<file path="config.mk">
export PLATFORM = sky130hd
export DESIGN_NAME = adc_capture_top
export DESIGN_NICKNAME = d
export VERILOG_FILES = /design/src/design/reg_map_pkg.sv /design/src/design/adc_sample_pkg.sv /design/src/design/adc_sample_packer.sv /design/src/design/adc_word_fifo.sv /design/src/design/reg_adcfifo.sv /design/src/design/adc_capture_top.sv
export SDC_FILE = /design/constraint.sdc
export NUM_CORES = 1
export LEC_CHECK = 0
export BUFFER_PORTS_ARGS = -buffer_cell sky130_fd_sc_hd__buf_2
export CORE_ASPECT_RATIO = 1.75
export CORE_MARGIN = 4
export CORE_UTILIZATION = 60
export CTS_BUF_LIST = sky130_fd_sc_hd__clkbuf_8
export DETAILED_ROUTE_END_ITERATION = 8
export PLACE_DENSITY = 0.78
export SLEW_MARGIN = 15
export SYNTH_ARGS = -nofsm -noshare
export SYNTH_HDL_FRONTEND = slang
export SYNTH_SLANG_ARGS = --single-unit
</file>
<file path="constraint.sdc">
create_clock -name clk_usb -period 6.05 [get_ports clk_usb]
set_input_delay 1.21 -clock clk_usb [delete_from_list [all_inputs] [get_ports clk_usb]]
set_output_delay 1.21 -clock clk_usb [all_outputs]
set_load 0.01 [all_outputs]
</file>
<file path="src/design/reg_map_pkg.sv">
package reg_map_pkg;

  // byte index within a multi-byte register
  localparam int bytecnt_size = 7;

  // number of bytes in the 32 bit registers
  localparam int multi_byte_regs = 4;

  // register addresses on the usb register bus
  localparam logic [7:0] adcread_addr = 8'd3;          // fifo data, one byte per read
  localparam logic [7:0] adc_low_res_addr = 8'd5;      // bit 0 low_res, bit 1 low_res_lsb

  // read gives empty and errors, any write clears the errors
  localparam logic [7:0] fifo_stat_addr = 8'd11;

  localparam logic [7:0] stream_segment_size_addr = 8'd14;  // 32 bit, byte per bytecnt
  localparam logic [7:0] fast_fifo_read_mode_addr = 8'd15;  // bit 0

  // debug counters, read only
  localparam logic [7:0] debug_fifo_reads_addr = 8'd20;
  localparam logic [7:0] debug_fifo_reads_freeze_addr = 8'd21;

  // reset value of the segment size register
  localparam logic [31:0] segment_size_default = 32'd32;

endpackage

</file>
<file path="src/design/adc_sample_pkg.sv">
package adc_sample_pkg;

  localparam int sample_width = 10;  // adc resolution
  localparam int fifo_word_width = 16;

  // fifo word as seen by the packer and the byte readout
  // full view holds one sample right aligned
  // low view holds two 8 bit samples, first one in the low byte
  typedef union packed {
    struct packed {
      logic [fifo_word_width-sample_width-1:0] pad;  // always zero
      logic [sample_width-1:0] sample;
    } full;
    struct packed {
      logic [7:0] second;  // read out last
      logic [7:0] first;   // read out first
    } low;
  } fifo_word_t;

  localparam int fifo_depth_words = 16;
  localparam int fifo_addr_width = 4;  // log2 of the depth

  // error status layout
  localparam int err_stat_width = 7;
  localparam int err_overflow_bit = 0;   // word dropped while full
  localparam int err_underflow_bit = 1;  // pop while empty
  localparam int err_drop_cnt_lsb = 2;
  localparam int err_drop_cnt_width = 5;  // saturating

endpackage

</file>
<file path="src/design/adc_sample_packer.sv">
`timescale 1ns/1ps

module adc_sample_packer
  import adc_sample_pkg::*;
(
  input  logic                    clk_usb,
  input  logic                    reset,
  input  logic [sample_width-1:0] adc_sample,
  input  logic                    adc_sample_valid,
  input  logic                    low_res,
  input  logic                    low_res_lsb,
  output fifo_word_t              fifo_wr_word,
  output logic                    fifo_wr_en
);

  logic       low_res_r;     // mode seen on previous cycle
  logic       mode_change;
  logic       pending_valid; // first half of a pair is held
  logic       have_pending;
  logic [7:0] pending_byte;
  logic [7:0] sample_byte;

  // upper 8 bits by default, lower 8 when lsb selected
  assign sample_byte = low_res_lsb ? adc_sample[7:0] : adc_sample[sample_width-1:2];

  // half pair from the old mode is never used
  assign mode_change = low_res != low_res_r;
  assign have_pending = pending_valid & ~mode_change;

  always_ff @(posedge clk_usb) begin
    if (reset) begin
      low_res_r <= 1'b0;
      pending_valid <= 1'b0;
      fifo_wr_en <= 1'b0;
    end else begin
      low_res_r <= low_res;
      fifo_wr_en <= 1'b0;  // strobe by default
      if (mode_change)
        pending_valid <= 1'b0;  // drop the stale half
      if (adc_sample_valid) begin
        if (!low_res) begin
          fifo_wr_en <= 1'b1;  // one sample per word
        end else if (have_pending) begin
          fifo_wr_en <= 1'b1;  // pair complete
          pending_valid <= 1'b0;
        end else begin
          pending_valid <= 1'b1;
        end
      end
    end
  end

  // payload path
  always_ff @(posedge clk_usb) begin
    if (adc_sample_valid) begin
      if (!low_res) begin
        fifo_wr_word.full.pad <= '0;
        fifo_wr_word.full.sample <= adc_sample;
      end else if (have_pending) begin
        fifo_wr_word.low.first <= pending_byte;
        fifo_wr_word.low.second <= sample_byte;
      end else begin
        pending_byte <= sample_byte;  // wait for partner
      end
    end
  end

endmodule

</file>
<file path="src/design/adc_word_fifo.sv">
`timescale 1ns/1ps

module adc_word_fifo
  import adc_sample_pkg::*;
(
  input  logic                      clk_usb,
  input  logic                      reset,
  input  fifo_word_t                wr_word,
  input  logic                      wr_en,
  input  logic                      rd_en,
  input  logic                      clear_errors,
  output logic [7:0]                data,
  output logic                      empty,
  output logic [err_stat_width-1:0] error_stat,
  output logic [31:0]               read_count,
  output logic [31:0]               read_count_error_freeze
);

  fifo_word_t mem [fifo_depth_words];

  logic [fifo_addr_width-1:0] wr_ptr;
  logic [fifo_addr_width-1:0] rd_ptr;
  logic [fifo_addr_width:0]   count;       // words held, 0 to depth
  logic                       byte_phase;  // high byte next when set
  logic                       full;
  logic                       wr_accept;
  logic                       wr_drop;
  logic                       rd_accept;
  logic                       rd_under;
  logic                       word_done;
  logic                       err_event;
  logic                       overflow;
  logic                       underflow;
  logic [err_drop_cnt_width-1:0] drop_cnt;
  logic                       frozen;      // freeze value captured since clear
  fifo_word_t                 head;

  assign full = count == fifo_depth_words;
  assign empty = count == '0;

  assign wr_accept = wr_en & ~full;
  assign wr_drop = wr_en & full;    // no back-pressure, word lost
  assign rd_accept = rd_en & ~empty;
  assign rd_under = rd_en & empty;
  assign word_done = rd_accept & byte_phase;  // word freed after high byte
  assign err_event = wr_drop | rd_under;

  // show-ahead read, byte view of the head word
  assign head = mem[rd_ptr];
  assign data = empty ? 8'h00 : (byte_phase ? head.low.second : head.low.first);

  assign error_stat = {drop_cnt, underflow, overflow};

  always_ff @(posedge clk_usb) begin
    if (wr_accept)
      mem[wr_ptr] <= wr_word;
  end

  always_ff @(posedge clk_usb) begin
    if (reset) begin
      wr_ptr <= '0;
      rd_ptr <= '0;
      count <= '0;
      byte_phase <= 1'b0;
    end else begin
      if (wr_accept)
        wr_ptr <= wr_ptr + 1'b1;  // wraps at depth
      if (rd_accept)
        byte_phase <= ~byte_phase;
      if (word_done)
        rd_ptr <= rd_ptr + 1'b1;
      case ({wr_accept, word_done})
        2'b10: count <= count + 1'b1;
        2'b01: count <= count - 1'b1;
        default: ;  // both or neither
      endcase
    end
  end

  // sticky error flags
  always_ff @(posedge clk_usb) begin
    if (reset || clear_errors) begin
      overflow <= 1'b0;
      underflow <= 1'b0;
      drop_cnt <= '0;
    end else begin
      if (wr_drop) begin
        overflow <= 1'b1;
        if (drop_cnt != '1)
          drop_cnt <= drop_cnt + 1'b1;  // saturates
      end
      if (rd_under)
        underflow <= 1'b1;
    end
  end

  // debug counters
  always_ff @(posedge clk_usb) begin
    if (reset) begin
      read_count <= '0;
      read_count_error_freeze <= '0;
      frozen <= 1'b0;
    end else begin
      if (rd_accept)
        read_count <= read_count + 1'b1;  // accepted byte pops only
      if (clear_errors) begin
        frozen <= 1'b0;  // rearm, old value kept
      end else if (err_event && !frozen) begin
        read_count_error_freeze <= read_count;  // pops before the first error
        frozen <= 1'b1;
      end
    end
  end

endmodule

</file>
<file path="src/design/reg_adcfifo.sv">
`timescale 1ns/1ps

module reg_adcfifo
  import reg_map_pkg::*;
  import adc_sample_pkg::*;
(
  input  logic                      clk_usb,
  input  logic                      reset,
  input  logic [7:0]                reg_address,
  input  logic [bytecnt_size-1:0]   reg_bytecnt,
  input  logic [7:0]                reg_datai,
  output logic [7:0]                reg_datao,
  input  logic                      reg_read,
  input  logic                      reg_write,
  input  logic                      fifo_empty,
  input  logic [7:0]                fifo_data,
  output logic                      fifo_rd_en,
  output logic                      low_res,
  output logic                      low_res_lsb,
  output logic                      fast_fifo_read_mode,
  output logic [31:0]               stream_segment_size,
  input  logic [err_stat_width-1:0] fifo_error_stat,
  output logic                      clear_fifo_errors,
  input  logic [31:0]               fifo_read_count,
  input  logic [31:0]               fifo_read_count_error_freeze
);

  logic       byte_in_range;  // bytecnt within a 32 bit register
  logic [1:0] byte_sel;
  logic [4:0] byte_base;      // bit offset of the selected byte
  logic       reg_read_r;
  logic       read_edge;      // rising reg_read at the fifo address
  logic       pop_delayed;

  assign byte_in_range = reg_bytecnt < multi_byte_regs;
  assign byte_sel = reg_bytecnt[1:0];
  assign byte_base = {byte_sel, 3'b000};

  assign read_edge = reg_read & ~reg_read_r & (reg_address == adcread_addr);

  // fast mode pops on the edge itself, normal mode one cycle later
  assign fifo_rd_en = fast_fifo_read_mode ? read_edge : pop_delayed;

  always_ff @(posedge clk_usb) begin
    if (reset) begin
      reg_read_r <= 1'b0;
      pop_delayed <= 1'b0;
    end else begin
      reg_read_r <= reg_read;
      pop_delayed <= read_edge & ~fast_fifo_read_mode;  // no double pop in fast mode
    end
  end

  // read mux
  always_comb begin
    reg_datao = 8'h00;
    if (fast_fifo_read_mode) begin
      reg_datao = fifo_data;  // data ready before the read strobe
    end else if (reg_read) begin
      case (reg_address)
        adcread_addr:
          reg_datao = fifo_data;
        adc_low_res_addr:
          reg_datao = {6'b0, low_res_lsb, low_res};
        fifo_stat_addr:
          reg_datao = {fifo_empty, fifo_error_stat};  // empty on top
        stream_segment_size_addr:
          if (byte_in_range)
            reg_datao = stream_segment_size[byte_base +: 8];
        debug_fifo_reads_addr:
          if (byte_in_range)
            reg_datao = fifo_read_count[byte_base +: 8];
        debug_fifo_reads_freeze_addr:
          if (byte_in_range)
            reg_datao = fifo_read_count_error_freeze[byte_base +: 8];
        default: ;  // unmapped reads give zero
      endcase
    end
  end

  // register writes
  always_ff @(posedge clk_usb) begin
    if (reset) begin
      low_res <= 1'b0;
      low_res_lsb <= 1'b0;
      fast_fifo_read_mode <= 1'b0;
      stream_segment_size <= segment_size_default;
      clear_fifo_errors <= 1'b0;
    end else begin
      // single cycle pulse after a status write
      clear_fifo_errors <= reg_write && (reg_address == fifo_stat_addr);
      if (reg_write) begin
        if (reg_address != fast_fifo_read_mode_addr)
          fast_fifo_read_mode <= 1'b0;  // any other write leaves fast mode
        case (reg_address)
          adc_low_res_addr: begin
            low_res <= reg_datai[0];
            low_res_lsb <= reg_datai[1];
          end
          stream_segment_size_addr:
            if (byte_in_range)
              stream_segment_size[byte_base +: 8] <= reg_datai;
          fast_fifo_read_mode_addr:
            fast_fifo_read_mode <= reg_datai[0];
          default: ;
        endcase
      end
    end
  end

endmodule

</file>
<file path="src/design/adc_capture_top.sv">
`timescale 1ns/1ps

module adc_capture_top
  import reg_map_pkg::*;
  import adc_sample_pkg::*;
(
  input  logic                    clk_usb,
  input  logic                    reset,
  input  logic [7:0]              reg_address,
  input  logic [bytecnt_size-1:0] reg_bytecnt,
  input  logic [7:0]              reg_datai,
  output logic [7:0]              reg_datao,
  input  logic                    reg_read,
  input  logic                    reg_write,
  input  logic [sample_width-1:0] adc_sample,
  input  logic                    adc_sample_valid,
  output logic [31:0]             stream_segment_size
);

  fifo_word_t                fifo_wr_word;
  logic                      fifo_wr_en;
  logic                      low_res;
  logic                      low_res_lsb;
  logic                      fast_fifo_read_mode;  // stays internal
  logic                      fifo_rd_en;
  logic                      clear_fifo_errors;
  logic [7:0]                fifo_data;
  logic                      fifo_empty;
  logic [err_stat_width-1:0] fifo_error_stat;
  logic [31:0]               fifo_read_count;
  logic [31:0]               fifo_read_count_error_freeze;

  adc_sample_packer u_packer (
    .clk_usb          (clk_usb),
    .reset            (reset),
    .adc_sample       (adc_sample),
    .adc_sample_valid (adc_sample_valid),
    .low_res          (low_res),
    .low_res_lsb      (low_res_lsb),
    .fifo_wr_word     (fifo_wr_word),
    .fifo_wr_en       (fifo_wr_en)
  );

  adc_word_fifo u_fifo (
    .clk_usb                 (clk_usb),
    .reset                   (reset),
    .wr_word                 (fifo_wr_word),
    .wr_en                   (fifo_wr_en),
    .rd_en                   (fifo_rd_en),
    .clear_errors            (clear_fifo_errors),
    .data                    (fifo_data),
    .empty                   (fifo_empty),
    .error_stat              (fifo_error_stat),
    .read_count              (fifo_read_count),
    .read_count_error_freeze (fifo_read_count_error_freeze)
  );

  reg_adcfifo u_regs (
    .clk_usb                      (clk_usb),
    .reset                        (reset),
    .reg_address                  (reg_address),
    .reg_bytecnt                  (reg_bytecnt),
    .reg_datai                    (reg_datai),
    .reg_datao                    (reg_datao),
    .reg_read                     (reg_read),
    .reg_write                    (reg_write),
    .fifo_empty                   (fifo_empty),
    .fifo_data                    (fifo_data),
    .fifo_rd_en                   (fifo_rd_en),
    .low_res                      (low_res),
    .low_res_lsb                  (low_res_lsb),
    .fast_fifo_read_mode          (fast_fifo_read_mode),
    .stream_segment_size          (stream_segment_size),
    .fifo_error_stat              (fifo_error_stat),
    .clear_fifo_errors            (clear_fifo_errors),
    .fifo_read_count              (fifo_read_count),
    .fifo_read_count_error_freeze (fifo_read_count_error_freeze)
  );

endmodule

</file>
# [Word-level counts from Yosys, hierarchy flattened]
# Memories as Yosys holds them, arrays and structs flattened. A register that Yosys moved wholly into a read port is not among the register bits.
# Index checks and enable logic that the tools add are counted.
[classes] n_eq_ne=14 addsub=7 n_lt_le_gt_ge=1 reduce_logical=16 shifts=5 n_mux=26 bitwise=19
[ops] op="32-bit by 6-bit indexed part select with 8-bit output" count=3
[ops] op="8-bit two-way mux" count=8
[ops] op="8-bit one-hot mux with 6 select lines" count=1
[ops] op="32-bit by 1-bit adder with 32-bit output (second input constant)" count=1
[ops] op="32-bit bitwise mux" count=1
[ops] op="8-bit by 7-bit variable shift with 32-bit output (first input constant)" count=1
[ops] op="8-bit by 7-bit indexed part select with 32-bit output" count=1
[ops] op="8-bit by 4-bit == test with 1-bit output (second input constant)" count=3
[ops] op="8-bit by 5-bit == test with 1-bit output (second input constant)" count=2
[ops] op="16-bit two-way mux" count=1
[ops] op="1-bit two-way mux" count=11
[ops] op="5-bit by 1-bit adder with 5-bit output (second input constant)" count=2
[ops] op="10-bit two-way mux" count=1
[ops] op="5-bit one-hot mux with 2 select lines" count=1
[ops] op="2-bit AND reduction" count=5
[ops] op="1-bit AND" count=9
[ops] op="1-bit inverter" count=9
[ops] op="4-bit by 1-bit adder with 4-bit output (second input constant)" count=2
[ops] op="8-bit by 2-bit == test with 1-bit output (second input constant)" count=1
[ops] op="8-bit by 3-bit == test with 1-bit output (second input constant)" count=1
[ops] op="4-bit two-way mux" count=2
[ops] op="8-bit by 4-bit inequality test with 1-bit output (second input constant)" count=1
[ops] op="7-bit by 3-bit less-than comparator with 1-bit output (second input constant)" count=1
[ops] op="5-bit negator with 7-bit output" count=1
[ops] op="other kinds (15)" count=19
[totals] register_bits=151 elab_cells=112 in_bits=38 mem_bits_rw=256 memories=1
[memory_table] name="u_fifo.mem" words=16 word_bits=16 read_ports=1 rd_clocked_by_memory_dff=1 write_ports=1 line="adc_word_fifo.sv:19" source="fifo_word_t mem [fifo_depth_words];"

# [Logic depth before layout (Yosys ltp)]
# Gate-level depths: netlist of run 1.
[depth] depth_word=8 depth_mapped=15 mapped_depth_nobuf=12

# [Cells and area by module]
# From an unflattened synthesis of run 1, not the netlist that was laid out.
[unflattened] cells_unflattened=1379 area_unflattened_um2=18077.3
[modules_own_cells] module="adc_word_fifo" instances=1 seq_area_each_um2=9489.1 area_per_inst_um2=13843.3 cells_per_inst=975
[modules_own_cells] module="reg_adcfifo" instances=1 seq_area_each_um2=760.7 area_per_inst_um2=3089.2 cells_per_inst=338
[modules_own_cells] module="adc_sample_packer" instances=1 seq_area_each_um2=780.7 area_per_inst_um2=1144.8 cells_per_inst=66

# [Worst setup path before layout of run 1]
# OpenSTA, ideal clock, no wires.
[synth_timing] kind="input to output" start="input reg_bytecnt[0]" end="output reg_datao[2]" arrival_ns=2.802 stages=6 path_slack_ns=2.038 path_cell_list="buf_2 buf_2 mux4_2 a32o_1 a21oi_1 o22ai_1"
[synth_between] elab_chain_cells=5
[synth_rtl] element="start, declared" line="adc_capture_top.sv:10" source="input logic [bytecnt_size-1:0] reg_bytecnt,"
[synth_rtl] element="32-bit by 6-bit indexed part select with 8-bit output, or another cell as far along" line="reg_adcfifo.sv:75" source="reg_datao = fifo_read_count_error_freeze[byte_base +: 8];"
[synth_rtl] element="8-bit two-way mux, on equally long branches" line="reg_adcfifo.sv:74, reg_adcfifo.sv:68, reg_adcfifo.sv:71"
[synth_rtl] element="8-bit one-hot mux with 6 select lines *" line="reg_adcfifo.sv:60" source="case (reg_address)"
[synth_rtl] element="8-bit two-way mux *" line="reg_adcfifo.sv:59" source="end else if (reg_read) begin"
[synth_rtl] element="8-bit two-way mux *" line="reg_adcfifo.sv:57" source="if (fast_fifo_read_mode) begin"
[synth_rtl] element="end, declared" line="adc_capture_top.sv:12" source="output logic [7:0] reg_datao,"
# Every way passes the cells marked *; elsewhere a longest branch is shown, timed or not.

==> results of run 1 <==
flip-flops by register name (all words and copies together) (netlist names), 4 cells and up, named ones only:
signal	cells
u_fifo.drop_cnt	5
u_fifo.read_count	32
u_fifo.read_count_error_freeze	32
u_fifo.count	5
u_packer.fifo_wr_word	16
u_fifo.rd_ptr	4
u_packer.pending_byte	8
u_regs.stream_segment_size	32
u_fifo.wr_ptr	4
u_fifo.mem	256
worst paths after layout:
path	from	to	slack [ps]	cells past startpoint
hold / removal	u_fifo.underflow	u_fifo.underflow	480	2
setup reg to reg	u_fifo.count[1]	u_fifo.count[4]	2270	12
setup / recovery	register	reg_datao[7]	1260	7
hold reg to reg	u_fifo.underflow	u_fifo.underflow	480	2
cell type report:
| class | count | share of cell area (%) |
|---|---|---|
| Antenna cell | 2 | 0.02542 |
| Clock buffer | 64 | 4.474 |
| Clock inverter | 36 | 1.366 |
| Inverter | 31 | 0.5910 |
| Multi-Input combinational cell | 761 | 32.03 |
| Sequential cell | 411 | 56.05 |
| Tap cell | 382 | 2.428 |
| Timing Repair Buffer | 105 | 3.038 |
where the power goes:
part | total [uW] | switching, uW | leakage [uW] | internal (uW)
registers | 3060 | 35.5 | 0.00360 | 3020
clock network | 2140 | 1010 | 0.000633 | 1140
logic | 142 | 88.9 | 0.00219 | 52.7
total | 5340 | 1130 | 0.00643 | 4210
metal layers:
layer / wire, um / track usage (%) / vias to the layer above
met2: 22950 / 47.85 / 477
met3: 2289 / 4.097 / 159
li1: - / - / 5076
met4: 2894 / 15.64 / 12
met5: 77 / 0 / -
met1: 14160 / 28.01 / 5575
worst register-to-register path, cell delays in order, from the launching register on:
cell,delay (ps)
dfxtp_1,410
nor4_2,660
nand2b_1,530
nand3_2,270
inv_1,60
ha_1,340
xor2_1,190
ha_1,290
a21oi_1,110
a2bb2oi_1,150
a311oi_1,310
o21ai_0,160
nor3b_1,170
cells by family (layout without fill, tap and decap cells):
group	after synthesis	in the layout	share of synthesized area, %
and+or+nand+nor	418	418	12.93
adders and majority gates	17	17	1.194
muxes	157	157	14.59
buffers and inverters	112	236	2.802
AOI/OAI and AO/OA	145	145	5.394
xor gates and xnor gates	24	24	1.180
DFF	411	411	61.91
other	0	2	0
metrics by stage:
| step | instance area (sq um) | setup WS (ps) | power [uW] | utilization, % |
|---|---|---|---|---|
| 2_1_floorplan | 17820 | 2038 | 3196 | - |
| 3_3_place_gp | 18530 | 1559 | 3252 | 63.29 |
| 3_5_place_dp | 18530 | 1509 | 3259 | 63.29 |
| 4_1_cts | 19680 | 1179 | 5372 | 67.21 |
| 5_1_grt | 19680 | 1010 | 5526 | 67.21 |
| 6_report | 19690 | 1263 | 5343 | 67.23 |
placed cells by master, fill, tap and decap left out, types with 41 or more instances in the layout:
cell,netlist,routed
edfxtp_1,280,280
dfxtp_1,131,129
mux4_2,80,80
buf_2,18,76
nor2_1,73,73
nand2b_1,72,72
nand2_1,71,71
clkbuf_8,0,64
a21oi_1,56,56
mux2i_1,56,56
nand3_1,56,56
inv_1,31,41
==> key figures, run 1 <==
Setup path
  • Max incr delay on CP: 920 ps
  • Delay-heaviest family, CP: flip-flops
  • CP Max Fanout: 24
  • CP required: 4840 ps
  • Worst-path cell chain: buf_4 > mux4_2 > a22o_1 > a221oi_1 > and3_1 > o22ai_1 > buf_2
  • CP Launch Type: register
  • Critical path type: register to output pin
  • CP Buf/Inv Count: 2
  • Worst endpoint data arrival time: ~3600 ps
  • Critical Path Sink Type: output pin
  • CP max-delay cell: dfxtp_2

Logic synthesis
  • Most frequent cell after synthesis: edfxtp_1
  • Avg Cell Area, Syn: 13.88 sq um
  • Yosys warning count: 0
  • Post-synth EDFFs: between 200 and 300
  • Synth async-reset ratio: 0%
  • Top cells by area, synth: edfxtp_1 (47%), dfxtp_1 (15%), mux4_2 (10%), mux2i_1 (3.1%), nand2b_1 (2.5%)
  • Flops & latches, synth: 411
  • Most used DFF post-synth: edfxtp_1
  • Post-synthesis cell type count: 66
  • Mapped Area: ~18,000 sq um
  • Syn nets: approximately 1,300
  • Synth top cells by count: edfxtp_1 (280), dfxtp_1 (131), mux4_2 (80)
  • Synth top area share: 47.19%
  • Post-synthesis sequential area ratio: about three fifths
  • Largest area contributor in the netlist: edfxtp_1
  • Post-Syn Instances: ~1,300

Timing
  • Final worst path period share: 79.13%
  • RSZ-0062 raised after global routing: false
  • Final Critical Period: between 4000 and 5000 ps
  • Max frequency: 0.2089 GHz
  • Actual slew at the worst max-slew pin: around 1200 ps
  • Max Slew Vio Count: 0
  • Setup_tns: 0 ps
  • Final hold vios: 0
  • Worst Hold Margin: 475.6 ps
  • Setup Viol. Count Final: 0
  • Setup Skew: ~33 ps
  • Rel. slew slack: between 20 and 25%

GRT
  • Initial antenna violation count: 7
  • Largest net degree at the start of global routing: 90
  • Vias in the first global route: 11,624
  • GRT overflow: 0
  • All-Layer GR Usage: about a quarter
  • Global-route wire length before repair: approximately 66,000 um

Final layout
  • Register area: 11,040 sq um
  • Filler cells: ~2,100
  • Fin nets: 1,418
  • Multi-input combinational cell area: between 6000 and 7000 sq um
  • Layout cells sized above 1: between 20% and 30%
  • Non-filler cells, final: roughly 1,800
  • P&R area growth vs syn: 10.51%

Clock tree
  • Setup bufs post-CTS: 0
  • Clock tree root driver cell: clkbuf_8
  • CTS tree: done
  • Hold Buf Count CTS: 0
  • TritonCTS Buffers: 53
  • Number of gates resized after cts: 0
  • H-tree levels: 2
  • Clk sink count: 411
  • Reg clk slew, reported paths: roughly 80 ps
  • Clk buf depth: 3
  • Clock insertion delay at the later pin of the skew report: around 610 ps

Route
  • WL/cell: about 24 um
  • Antenna-violating nets left: 0
  • TritonRoute pass-1 iters: 7
  • Iter 0 DRT Violations: ~720
  • Vias per inst: between 6 and 7
  • Drt drc: 0
  • Via count: between 10,000 and 15,000
  • Final wirelength: between 40,000 and 50,000 um

Power
  • LEAKAGE: 0.006425 uW
  • Worst VDD drop: ~290 uV
  • P per Cell Area: 271.4 nW/um^2

Floorplanning
  • Die span in x: around 140 um
  • Starting Density: 60.83%
  • Placement Rows: just over 80
  • Die Ht: around 240 um
  • Die area: 32,620 sq um
  • Core Region: slightly below 30,000 sq um
  • Ports: 78

Placed design
  • PortBufs: 77
  • DP HPWL: 29,440 um
  • Routability cong.: between 0.9 and 1
  • Placed cells: between 1,500 and 2,000

Flow run
  • MaxCap Viol Count: 0

Hold path
  • HP Class: register to register

Outcome
  • Status: finished, final reports clean
Power figures use the tool's default switching activity.
==> run 2: changes to the inputs <==
- ABC_AREA: default -> 1
- clock period: 6.05 -> 4.73 ns (I/O delays scaled with it)
==> run 2 against run 1 <==
Compared with the run above: clock power up 25%; setup slack lost 610 ps; via count up 27%; final area up 1.8%; area after synthesis rose by 1.8%; worst hold slack gained 7.1 ps; register-to-register slack got worse by 830 ps; first-iteration DRC count increased by 51%; largest cell class unchanged; largest power group unchanged; highest routed layer is now met4.
==> key figures, run 2 <==
Outcome
  • Status: finished, final reports clean

Setup path
  • CP Launch Type: register
  • Crit path top cell by count: nand2_1
  • CP Max Fanout: 11
  • Worst-path cell chain: clkinv_1 > nand3_1 > nand4_1 > nand2_1 > nand2_1 > nand2_1 > buf_2
  • CP required: between 3000 and 4000 ps
  • Critical Path Sink Type: output pin
  • Critical path type: register to output pin
  • Worst endpoint data arrival time: approximately 3100 ps
  • Max incr delay on CP: approximately 800 ps
  • CP max-delay cell: dfxtp_1

Clock tree
  • CTS tree: done
  • Hold Buf Count CTS: 0
  • Setup bufs post-CTS: 0
  • Clk buf depth: 3
  • Clock tree root driver cell: clkbuf_8
  • Clock insertion delay at the later pin of the skew report: 630 ps
  • TritonCTS Buffers: 53
  • Reg clk slew, reported paths: around 70 ps
  • H-tree levels: 2
  • Clk sink count: between 400 and 500
  • Number of gates resized after cts: 0

Route
  • Drt drc: 0
  • Final wirelength: between 40,000 and 50,000 um
  • WL/cell: ~21 um
  • TritonRoute pass-1 iters: 5
  • Vias per inst: 6.149
  • Antenna-violating nets left: 0
  • Iter 0 DRT Violations: between 1,000 and 1,500
  • Via count: 14,297

GRT
  • Largest net degree at the start of global routing: between 80 and 90
  • Vias in the first global route: between 10,000 and 15,000
  • All-Layer GR Usage: roughly 29%
  • GRT overflow: 0
  • Global-route wire length before repair: about 76,000 um
  • Initial antenna violation count: 0

Timing
  • RSZ-0062 raised after global routing: false
  • Final hold vios: 0
  • Setup Skew: about 33 ps
  • Worst Slack Setup Final: approximately 650 ps
  • Final worst path period share: 86.29%
  • Final Critical Period: a little over 4000 ps
  • Worst Hold Margin: slightly below 500 ps
  • Actual slew at the worst max-slew pin: around 1200 ps
  • Rel. slew slack: a little under a fifth
  • Max frequency: approximately 0.24 GHz
  • Setup_tns: 0 ps
  • Setup Viol. Count Final: 0
  • Max Slew Vio Count: 0

Floorplanning
  • Starting Density: about 61%
  • Placement Rows: 84
  • Die span in x: around 140 um
  • Die Ht: approximately 240 um
  • Die area: about 33,000 sq um
  • Core Region: ~30,000 sq um
  • Ports: 78

Logic synthesis
  • Largest area contributor in the netlist: edfxtp_1
  • Mapped Area: 18,140 sq um
  • Post-synthesis cell type count: between 40 and 50
  • Most frequent cell after synthesis: edfxtp_1
  • Most used DFF post-synth: edfxtp_1
  • Post-synth EDFFs: 280
  • Post-Syn Instances: ~1,800
  • Top cells by area, synth: edfxtp_1 (46%), dfxtp_1 (14%), nand2_1 (5.0%), nor2_1 (4.8%), o21ai_0 (4.7%)
  • Synth async-reset ratio: 0%
  • Synth top cells by count: edfxtp_1 (280), nand2_1 (242), nor2_1 (233)
  • Post-synthesis sequential area ratio: approximately three fifths
  • Avg Cell Area, Syn: 9.904 sq um
  • Flops & latches, synth: 411
  • Yosys warning count: 0
  • Synth top area share: 46.34%
  • Syn nets: between 1,500 and 2,000

Final layout
  • P&R area growth vs syn: 10.43%
  • Most common cell after layout, fill and taps aside: edfxtp_1
  • Max reg flops: between 200 and 300
  • Layout cells sized above 1: between 10 and 15%
  • Fin nets: between 1,500 and 2,000
  • N_diodes: 0
  • Commonest non-fill, non-tap cells in the layout: edfxtp_1 (280), nand2_1 (242), nor2_1 (217)
  • Reg with most FFs: u_fifo.mem
  • Filler cells: about 2,300

Power
  • Final Power: between 6000 and 7000 uW
  • Worst VDD drop: 396.5 uV
  • P per Cell Area: 345.7 nW/um^2
  • LEAKAGE: ~0.0073 uW

Placed design
  • PortBufs: just under 80
  • Pre-CTS WS: ~900 ps
  • DP HPWL: about 33,000 um
  • Routability cong.: 0.9601

Hold path
  • HP Class: register to register

Flow run
  • MaxCap Viol Count: 0
## run 2: routing by layer
metal | up-vias | GRT usage [%] | share of wire, % | wire length, um
met5 | - | 0 | 0 | 0
met2 | 655 | 53.20 | 53 | 26410
met1 | 6827 | 32.70 | 34 | 16930
met3 | 181 | 3.690 | 6.3 | 3153
li1 | 6634 | - | - | -
met4 | 0 | 17.95 | 6.7 | 3338
## run 2: worst paths after layout
path / endpoint / start / slack, ps / cells after the start
hold reg to reg: u_regs.stream_segment_size[4] / u_regs.stream_segment_size[4] / 480 / 2
setup / recovery: reg_datao[0] / u_fifo.byte_phase / 650 / 7
setup reg to reg: u_fifo.count[2] / u_fifo.byte_phase / 1440 / 12
hold / removal: u_regs.stream_segment_size[4] / u_regs.stream_segment_size[4] / 480 / 2
## run 2: area by class of cell
| type | instances | area, sq um | share of cell area (%) |
|---|---|---|---|
| flip-flops and latches | 411 | 11040 | 55.09 |
| multi-input cells | 1186 | 6217 | 31.03 |
| clock buffers | 59 | 812.0 | 4.053 |
| repair buffers | 114 | 720.7 | 3.597 |
| inverters | 130 | 491.7 | 2.454 |
| well taps | 387 | 484.2 | 2.417 |
| clock inverters | 38 | 272.8 | 1.361 |
## run 2: cells by family (layout without fill, tap and decap cells)
kind of cell / after synthesis / after routing / synth area share, %
and+or+nand+nor: 651 / 651 / 15.53
xor gates and xnor gates: 18 / 18 / 0.8689
adders and majority gates: 17 / 17 / 1.172
AOI/OAI and AO/OA: 500 / 500 / 16.47
buffers and inverters: 235 / 341 / 5.158
DFF: 411 / 411 / 60.80
## run 2: metrics by stage
stage / instances / area (sq um) / util, %
after floorplan: 1832 / 18140 / -
after global placement: 2227 / 18940 / 63.22
after detailed placement: 2227 / 18940 / 63.22
after CTS: 2324 / 20020 / 66.84
after global routing: 2325 / 20040 / 66.89
final: 2325 / 20040 / 66.89
## run 2: critical path: cells and delay by family (launching register included)
family,cells,cell delay [ps]
buffers and inverters,2,820
flip-flops,1,780
AND/OR/NAND/NOR,5,890
## run 2: power breakdown
group | switching (uW) | internal (uW) | total (uW)
logic | 218 | 90.6 | 309
clock network | 1310 | 1370 | 2680
registers | 56.4 | 3880 | 3940
total | 1590 | 5340 | 6930
